$ cat config.mk
export PLATFORM = sky130hd
export DESIGN_NAME = ex_top
export DESIGN_NICKNAME = d
export VERILOG_FILES = /design/src/hdl/ex_pkg.sv /design/src/hdl/ex_op_if.sv /design/src/hdl/ex_ctrl.sv /design/src/hdl/ex_regfile.sv /design/src/hdl/ex_alu.sv /design/src/hdl/ex_branch.sv /design/src/hdl/ex_top.sv
export SDC_FILE = /design/constraint.sdc
export NUM_CORES = 2
export LEC_CHECK = 0
export BUFFER_PORTS_ARGS = -buffer_cell sky130_fd_sc_hd__clkbuf_2
export CAP_MARGIN = 15
export CORE_UTILIZATION = 25
export CTS_BUF_LIST = sky130_fd_sc_hd__clkbuf_16
export DETAILED_ROUTE_END_ITERATION = 10
export PLACE_DENSITY = 0.4
export SYNTH_ARGS = -nofsm -noshare
export SYNTH_HDL_FRONTEND = slang
export SYNTH_HIERARCHICAL = 1
export SYNTH_SLANG_ARGS = --single-unit
export TNS_END_PERCENT = 10
$ cat constraint.sdc
create_clock -name clk -period 8.95 [get_ports clk]
set_input_delay 1.79 -clock clk [delete_from_list [all_inputs] [get_ports clk]]
set_output_delay 1.79 -clock clk [all_outputs]
set_load 0.02 [all_outputs]
$ cat src/hdl/ex_pkg.sv
`default_nettype none

package ex_pkg;

    // datapath and register file sizing
    localparam int XLEN    = 32;
    localparam int NREGS   = 32;
    localparam int ROBID_W = 5;
    localparam int REGIDX_W = $clog2(NREGS);
    // shift amount comes from the low bits of operand b
    localparam int SHAMT_W = $clog2(XLEN);

    typedef logic [XLEN-1:0]     t_xlen;
    typedef logic [XLEN-1:0]     t_addr;
    typedef logic [REGIDX_W-1:0] t_regidx;
    typedef logic [ROBID_W-1:0]  t_robid;

    // micro-op encoding, alu ops first and branches after
    typedef enum logic [4:0] {
        UOP_ADD  = 5'd0,
        UOP_SUB  = 5'd1,
        UOP_AND  = 5'd2,
        UOP_OR   = 5'd3,
        UOP_XOR  = 5'd4,
        UOP_SLT  = 5'd5,
        UOP_SLTU = 5'd6,
        UOP_SLL  = 5'd7,
        UOP_SRL  = 5'd8,
        UOP_SRA  = 5'd9,
        UOP_BEQ  = 5'd16,
        UOP_BNE  = 5'd17,
        UOP_BLT  = 5'd18,
        UOP_BGE  = 5'd19,
        UOP_BLTU = 5'd20,
        UOP_BGEU = 5'd21
    } t_uop;

    // true for the six conditional branches
    function automatic logic is_branch(t_uop uop);
        logic br;
        br = 1'b0;
        case (uop)
            UOP_BEQ,
            UOP_BNE,
            UOP_BLT,
            UOP_BGE,
            UOP_BLTU,
            UOP_BGEU: br = 1'b1;
            default:  br = 1'b0;
        endcase
        return br;
    endfunction

endpackage

`default_nettype wire

$ cat src/hdl/ex_op_if.sv
`default_nettype none

// one operand-ready micro-op from control to the execution units
interface ex_op_if (
    input wire logic clk,
    input wire logic rst_n
);

    logic           valid;
    ex_pkg::t_uop   uop;
    ex_pkg::t_addr  pc;
    ex_pkg::t_xlen  imm;
    ex_pkg::t_xlen  src1;
    ex_pkg::t_xlen  src2;
    logic           use_imm;
    ex_pkg::t_robid robid;

    modport ctrl (
        output valid, uop, pc, imm, src1, src2, use_imm, robid
    );

    // clk and rst_n are only here for unit-side checkers
    modport unit (
        input clk, rst_n,
        input valid, uop, pc, imm, src1, src2, use_imm, robid
    );

endinterface

`default_nettype wire

$ cat src/hdl/ex_ctrl.sv
`default_nettype none

module ex_ctrl (
    input  wire logic             clk,
    input  wire logic             rst_n,

    input  wire logic             issue_valid,
    input  wire ex_pkg::t_uop     issue_uop,
    input  wire ex_pkg::t_addr    issue_pc,
    input  wire ex_pkg::t_xlen    issue_imm,
    input  wire ex_pkg::t_regidx  issue_rs1,
    input  wire ex_pkg::t_regidx  issue_rs2,
    input  wire ex_pkg::t_regidx  issue_rd,
    input  wire logic             issue_use_imm,
    input  wire ex_pkg::t_robid   issue_robid,

    output ex_pkg::t_regidx       rf_rs1,
    output ex_pkg::t_regidx       rf_rs2,
    input  wire ex_pkg::t_xlen    rf_data1,
    input  wire ex_pkg::t_xlen    rf_data2,
    output logic                  rf_wen,
    output ex_pkg::t_regidx       rf_waddr,
    output ex_pkg::t_xlen         rf_wdata,

    ex_op_if.ctrl                 op,

    input  wire ex_pkg::t_xlen    alu_data,
    input  wire logic             taken,
    input  wire ex_pkg::t_addr    true_target,
    input  wire logic             mispred,

    output logic                  res_valid,
    output ex_pkg::t_robid        res_robid,
    output ex_pkg::t_regidx       res_rd,
    output ex_pkg::t_xlen         res_data,
    output logic                  mispred_valid,
    output ex_pkg::t_addr         mispred_target,
    output ex_pkg::t_robid        mispred_robid
);

    typedef enum logic {
        RUN,
        REDIRECT
    } t_state;

    t_state        state;
    ex_pkg::t_addr redir_target;
    logic          on_path;
    logic          is_br;

    // wrong-path filter: after a redirect only the target pc gets through
    assign on_path = issue_valid && (state == RUN || issue_pc == redir_target);
    assign is_br   = ex_pkg::is_branch(issue_uop);

    assign rf_rs1 = issue_rs1;
    assign rf_rs2 = issue_rs2;

    assign op.valid   = on_path;
    assign op.uop     = issue_uop;
    assign op.pc      = issue_pc;
    assign op.imm     = issue_imm;
    assign op.src1    = rf_data1;
    assign op.src2    = rf_data2;
    assign op.use_imm = issue_use_imm;
    assign op.robid   = issue_robid;

    // writeback lands on the same edge that registers the result
    assign rf_wen   = on_path && !is_br && (issue_rd != '0);
    assign rf_waddr = issue_rd;
    assign rf_wdata = alu_data;

    always_ff @(posedge clk) begin
        if (!rst_n) begin
            state         <= RUN;
            res_valid     <= 1'b0;
            mispred_valid <= 1'b0;
        end else begin
            res_valid     <= on_path;
            mispred_valid <= mispred;
            if (taken) begin
                state <= REDIRECT;
            end else if (state == REDIRECT && on_path) begin
                // first micro-op at the target resumes normal flow
                state <= RUN;
            end
        end
    end

    always_ff @(posedge clk) begin
        if (taken) begin
            redir_target <= true_target;
        end
        res_robid      <= issue_robid;
        res_rd         <= is_br ? '0 : issue_rd;
        res_data       <= is_br ? true_target : alu_data;
        mispred_target <= true_target;
        mispred_robid  <= issue_robid;
    end

    // a dropped wrong-path micro-op never reaches the register file
    a_drop_no_write: assert property (@(posedge clk) disable iff (!rst_n)
        (state == REDIRECT && issue_valid && issue_pc != redir_target) |-> !rf_wen);

    // branch unit flags a mispredict only for a taken branch of ours
    a_mispred_taken: assert property (@(posedge clk) disable iff (!rst_n)
        mispred |-> (taken && on_path && is_br));

endmodule

`default_nettype wire

$ cat src/hdl/ex_regfile.sv
`default_nettype none

module ex_regfile (
    input  wire logic            clk,
    input  wire logic            rst_n,
    input  wire ex_pkg::t_regidx rs1,
    input  wire ex_pkg::t_regidx rs2,
    output ex_pkg::t_xlen        data1,
    output ex_pkg::t_xlen        data2,
    input  wire logic            wen,
    input  wire ex_pkg::t_regidx waddr,
    input  wire ex_pkg::t_xlen   wdata
);

    // x1..x31 only, x0 has no storage
    ex_pkg::t_xlen regs [1:ex_pkg::NREGS-1];

    always_ff @(posedge clk) begin
        if (!rst_n) begin
            for (int i = 1; i < ex_pkg::NREGS; i++) begin
                regs[i] <= '0;
            end
        end else if (wen && waddr != '0) begin
            regs[waddr] <= wdata;
        end
    end

    assign data1 = (rs1 == '0) ? '0 : regs[rs1];
    assign data2 = (rs2 == '0) ? '0 : regs[rs2];

    // x0 reads as zero on both ports, even right after a write aimed at it
    a_x0_zero: assert property (@(posedge clk) disable iff (!rst_n)
        ((rs1 == '0) |-> (data1 == '0)) and ((rs2 == '0) |-> (data2 == '0)));

endmodule

`default_nettype wire

$ cat src/hdl/ex_alu.sv
`default_nettype none

module ex_alu (
    ex_op_if.unit         op,
    output ex_pkg::t_xlen alu_data
);

    ex_pkg::t_xlen                 opb;
    logic [ex_pkg::SHAMT_W-1:0]    shamt;
    logic                          lt_s;
    logic                          lt_u;

    // operand b is the immediate or rs2
    assign opb   = op.use_imm ? op.imm : op.src2;
    assign shamt = opb[ex_pkg::SHAMT_W-1:0];
    assign lt_s  = $signed(op.src1) < $signed(opb);
    assign lt_u  = op.src1 < opb;

    always_comb begin
        alu_data = '0;
        if (op.valid) begin
            case (op.uop)
                ex_pkg::UOP_ADD:  alu_data = op.src1 + opb;
                ex_pkg::UOP_SUB:  alu_data = op.src1 - opb;
                ex_pkg::UOP_AND:  alu_data = op.src1 & opb;
                ex_pkg::UOP_OR:   alu_data = op.src1 | opb;
                ex_pkg::UOP_XOR:  alu_data = op.src1 ^ opb;
                ex_pkg::UOP_SLT:  alu_data = {{(ex_pkg::XLEN-1){1'b0}}, lt_s};
                ex_pkg::UOP_SLTU: alu_data = {{(ex_pkg::XLEN-1){1'b0}}, lt_u};
                ex_pkg::UOP_SLL:  alu_data = op.src1 << shamt;
                ex_pkg::UOP_SRL:  alu_data = op.src1 >> shamt;
                // arithmetic shift keeps the sign bit
                ex_pkg::UOP_SRA:  alu_data = ex_pkg::t_xlen'($signed(op.src1) >>> shamt);
                // branches belong to the branch unit
                default:          alu_data = '0;
            endcase
        end
    end

endmodule

`default_nettype wire

$ cat src/hdl/ex_branch.sv
`default_nettype none

module ex_branch (
    ex_op_if.unit         op,
    output logic          taken,
    output ex_pkg::t_addr true_target,
    output logic          mispred
);

    logic          br_valid;
    logic          cond;
    ex_pkg::t_addr tkn_tgt;
    ex_pkg::t_addr pc_next;

    assign br_valid = op.valid && ex_pkg::is_branch(op.uop);

    // branches always compare rs1 with rs2, never the immediate
    always_comb begin
        cond = 1'b0;
        case (op.uop)
            ex_pkg::UOP_BEQ:  cond = op.src1 == op.src2;
            ex_pkg::UOP_BNE:  cond = op.src1 != op.src2;
            ex_pkg::UOP_BLT:  cond = $signed(op.src1) <  $signed(op.src2);
            ex_pkg::UOP_BGE:  cond = $signed(op.src1) >= $signed(op.src2);
            ex_pkg::UOP_BLTU: cond = op.src1 <  op.src2;
            ex_pkg::UOP_BGEU: cond = op.src1 >= op.src2;
            default:          cond = 1'b0;
        endcase
    end

    assign tkn_tgt = op.pc + op.imm;
    assign pc_next = op.pc + ex_pkg::t_addr'(4);

    assign taken       = br_valid && cond;
    assign true_target = taken ? tkn_tgt : pc_next;

    // prediction is always fall-through
    assign mispred = br_valid && (true_target != pc_next);

    a_mispred_valid_br: assert property (@(posedge op.clk) disable iff (!op.rst_n)
        mispred |-> (op.valid && ex_pkg::is_branch(op.uop)));

endmodule

`default_nettype wire

$ cat src/hdl/ex_top.sv
`default_nettype none

module ex_top (
    input  wire logic            clk,
    input  wire logic            rst_n,

    input  wire logic            issue_valid,
    input  wire ex_pkg::t_uop    issue_uop,
    input  wire ex_pkg::t_addr   issue_pc,
    input  wire ex_pkg::t_xlen   issue_imm,
    input  wire ex_pkg::t_regidx issue_rs1,
    input  wire ex_pkg::t_regidx issue_rs2,
    input  wire ex_pkg::t_regidx issue_rd,
    input  wire logic            issue_use_imm,
    input  wire ex_pkg::t_robid  issue_robid,

    output logic                 res_valid,
    output ex_pkg::t_robid       res_robid,
    output ex_pkg::t_regidx      res_rd,
    output ex_pkg::t_xlen        res_data,
    output logic                 mispred_valid,
    output ex_pkg::t_addr        mispred_target,
    output ex_pkg::t_robid       mispred_robid
);

    // register file traffic
    ex_pkg::t_regidx rf_rs1;
    ex_pkg::t_regidx rf_rs2;
    ex_pkg::t_xlen   rf_data1;
    ex_pkg::t_xlen   rf_data2;
    logic            rf_wen;
    ex_pkg::t_regidx rf_waddr;
    ex_pkg::t_xlen   rf_wdata;

    // unit answers
    ex_pkg::t_xlen   alu_data;
    logic            taken;
    ex_pkg::t_addr   true_target;
    logic            mispred;

    ex_op_if op_if (
        .clk   (clk),
        .rst_n (rst_n)
    );

    ex_ctrl u_ctrl (
        .clk            (clk),
        .rst_n          (rst_n),
        .issue_valid    (issue_valid),
        .issue_uop      (issue_uop),
        .issue_pc       (issue_pc),
        .issue_imm      (issue_imm),
        .issue_rs1      (issue_rs1),
        .issue_rs2      (issue_rs2),
        .issue_rd       (issue_rd),
        .issue_use_imm  (issue_use_imm),
        .issue_robid    (issue_robid),
        .rf_rs1         (rf_rs1),
        .rf_rs2         (rf_rs2),
        .rf_data1       (rf_data1),
        .rf_data2       (rf_data2),
        .rf_wen         (rf_wen),
        .rf_waddr       (rf_waddr),
        .rf_wdata       (rf_wdata),
        .op             (op_if.ctrl),
        .alu_data       (alu_data),
        .taken          (taken),
        .true_target    (true_target),
        .mispred        (mispred),
        .res_valid      (res_valid),
        .res_robid      (res_robid),
        .res_rd         (res_rd),
        .res_data       (res_data),
        .mispred_valid  (mispred_valid),
        .mispred_target (mispred_target),
        .mispred_robid  (mispred_robid)
    );

    ex_regfile u_regfile (
        .clk   (clk),
        .rst_n (rst_n),
        .rs1   (rf_rs1),
        .rs2   (rf_rs2),
        .data1 (rf_data1),
        .data2 (rf_data2),
        .wen   (rf_wen),
        .waddr (rf_waddr),
        .wdata (rf_wdata)
    );

    ex_alu u_alu (
        .op       (op_if.unit),
        .alu_data (alu_data)
    );

    ex_branch u_branch (
        .op          (op_if.unit),
        .taken       (taken),
        .true_target (true_target),
        .mispred     (mispred)
    );

endmodule

`default_nettype wire

==> results.txt <==
CTS tree: built
CTS Hold Bufs: 0
I/O Buffers: 173
Routed len/inst: 33.2 um
DPL Wire Length: 228000 um
DP Worst Slack: -239 ps
Final wirelength: 333000 um
Worst EP required: 9730 ps
Clock latency at the later pin of the worst-skew pair: 840 ps
Hold Crit Class: flop to flop
First-pass DRT Iterations: 6
CTS Buf Count: 151
Post-route DRC: 0
Die W: 544 um
Crit path arrival time: 9440 ps
Placed cell count: 9758
Result of the run: complete, no violations
Final ANT Viol Nets: 0
Pwr/cell area: 183 nW/um2
Area grow syn2layout: 15.4%
Initial antenna violation count: 34
R2r worst-path depth: 19
Register area: 33300 um2
Post-Synthesis Mean Instance Area: 12.2 um2
Share of post-route cells with drive strength above 1: 24.5%
Clock Path Buffers: 4
First-pass GRT wire length: 454000 um
Fin. max-slew vios: 0
Max Cap Viol: 0
Max Fclk: 116 MHz
Crit path to: u_ctrl/res_data[30]
Htree depth: 4
Reg2Reg Capture Point: u_ctrl/res_data[30]
FF-to-FF Start: u_regfile/regs[31][1]
Synthesis Warnings: 6
Static Leak: 31.0 nW
DR iter-0 viols: 5988
Row count: 198
Via/cell ratio: 5.35
Crit-path max FO: 34
FILL cells: 29.6k
Nets: 6272
Type of the worst setup path: primary input to flop
I/O pin count: 174
Worst setup margin: 295 ps
Critical path startpoint category: primary input
Slew HR: 16.5%
Worst Clk Skew: 66.9 ps
Root Driver: clkbuf_16
Reg clk slew, reported paths: 60 ps
Core Region: 291000 um2
Post-CTS Setup Inserts: 0
Vias in the first global route: 53.6k
GRT overflow: 0
Die height: 544 um
Largest net degree at the start of global routing: 95
Final hold vios: 0
CTS resizes: 0
Final worst path period share: 96.7%
Critical Path Source: issue_rs2[2]
CTS Sinks: 1133
FF-to-FF setup slack: 1740 ps
Mapped cell area: 73300 um2
Critical path endpoint category: flop
Final Instance Count excl. Fillers: 10.0k
Multi-input logic area: 37000 um2
Final setup fails: 0
Slew @ Worst Pin: 1240 ps
GRT Util Overall: 22.0%
Die footprint: 295000 um2
Cells after synthesis: 5994
Starting Density: 25.2%
VDD IR max: 0.145 mV
RD Place Congestion: 0.935
RSZ-0062 raised after global routing: no
Routed vias: 53.7k
Clock period minus worst slack: 8650 ps
==> how the worst min path moves through the flow <==
stage,from,to,slack (ps),depth (start not counted)
after global routing,u_ctrl/state,u_ctrl/state,570,2
after global placement,u_ctrl/state,u_ctrl/state,530,2
after detailed placement,u_ctrl/state,u_ctrl/state,540,2
final,u_ctrl/state,u_ctrl/state,550,2
after floorplan,u_ctrl/state,u_ctrl/state,510,2
after CTS,u_ctrl/state,u_ctrl/state,550,2
==> report_power, final <==
group          internal (mW)  total, mW  switching, mW
Clock                   3.37       5.86           2.48
Sequential              5.99       6.10          0.110
Combinational           1.24       3.57           2.33
==> final cells by class <==
cell class / instances / area share, %
flip-flops and latches: 1133 / 39.3
diodes: 26 / 0.0769
well taps: 3900 / 5.77
repair buffers: 543 / 5.06
clock inverters: 106 / 0.884
clock buffers: 154 / 4.55
inverters: 152 / 0.677
multi-input cells: 4031 / 43.7
==> registers in the layout, indices dropped and copies added (netlist names) <==
signal / cells
u_ctrl/mispred_robid: 5
u_ctrl/mispred_target: 32
u_ctrl/mispred_valid: 1
u_ctrl/redir_target: 32
u_ctrl/res_data: 32
u_ctrl/res_rd: 5
u_ctrl/res_valid: 1
u_ctrl/state: 1
u_regfile/regs: 1024
==> placed cells by master (no fill, tap or decap), types with 164 or more instances in the layout <==
master and instances:
edfxtp_1 1056, and2_1 1005, mux4_2 491, buf_4 322
mux2i_1 286, nor2_1 203, nand2_1 203, a21oi_1 193
inv_1 170, clkbuf_2 166, ha_1 164
==> metrics by stage <==
| stage | power, mW | hold slack, ps | setup TNS [ps] | cell area (um2) | utilization [%] |
|---|---|---|---|---|---|
| floorplan | 8.30 | 513 | 0 | 73400 | - |
| global placement | 9.71 | 529 | -21440 | 79900 | 27.4 |
| detailed placement | 9.70 | 541 | -547 | 79900 | 27.4 |
| CTS | 15.6 | 548 | 0 | 84500 | 29.0 |
| global route | 16.0 | 575 | 0 | 84600 | 29.0 |
| finish | 15.5 | 549 | 0 | 84600 | 29.0 |
==> metal layers <==
layer  global-route usage (%)  routed length (um)  vias to the layer above
met5                        0                  30                        -
met4                     8.24               13400                        4
met3                     3.59               21900                      550
met2                     36.8              158000                     2374
met1                     28.5              140000                    28194
li1                         -                   -                    22598
==> critical path, stage by stage <==
cell and delay [ps]:
clkbuf_8 300, buf_4 580, mux4_2 470, a22o_1 290
a2111oi_1 1000, buf_4 250, nor3_1 140, inv_1 100
ha_1 240, nor2b_1 150, o21a_1 170, o21ai_1 200
a21oi_1 220, o31ai_1 290, o211ai_1 350, a221o_1 490
mux2i_1 360, a211o_2 520, buf_4 300, mux2i_1 840
mux2_2 300
Power figures use the tool's default switching activity.
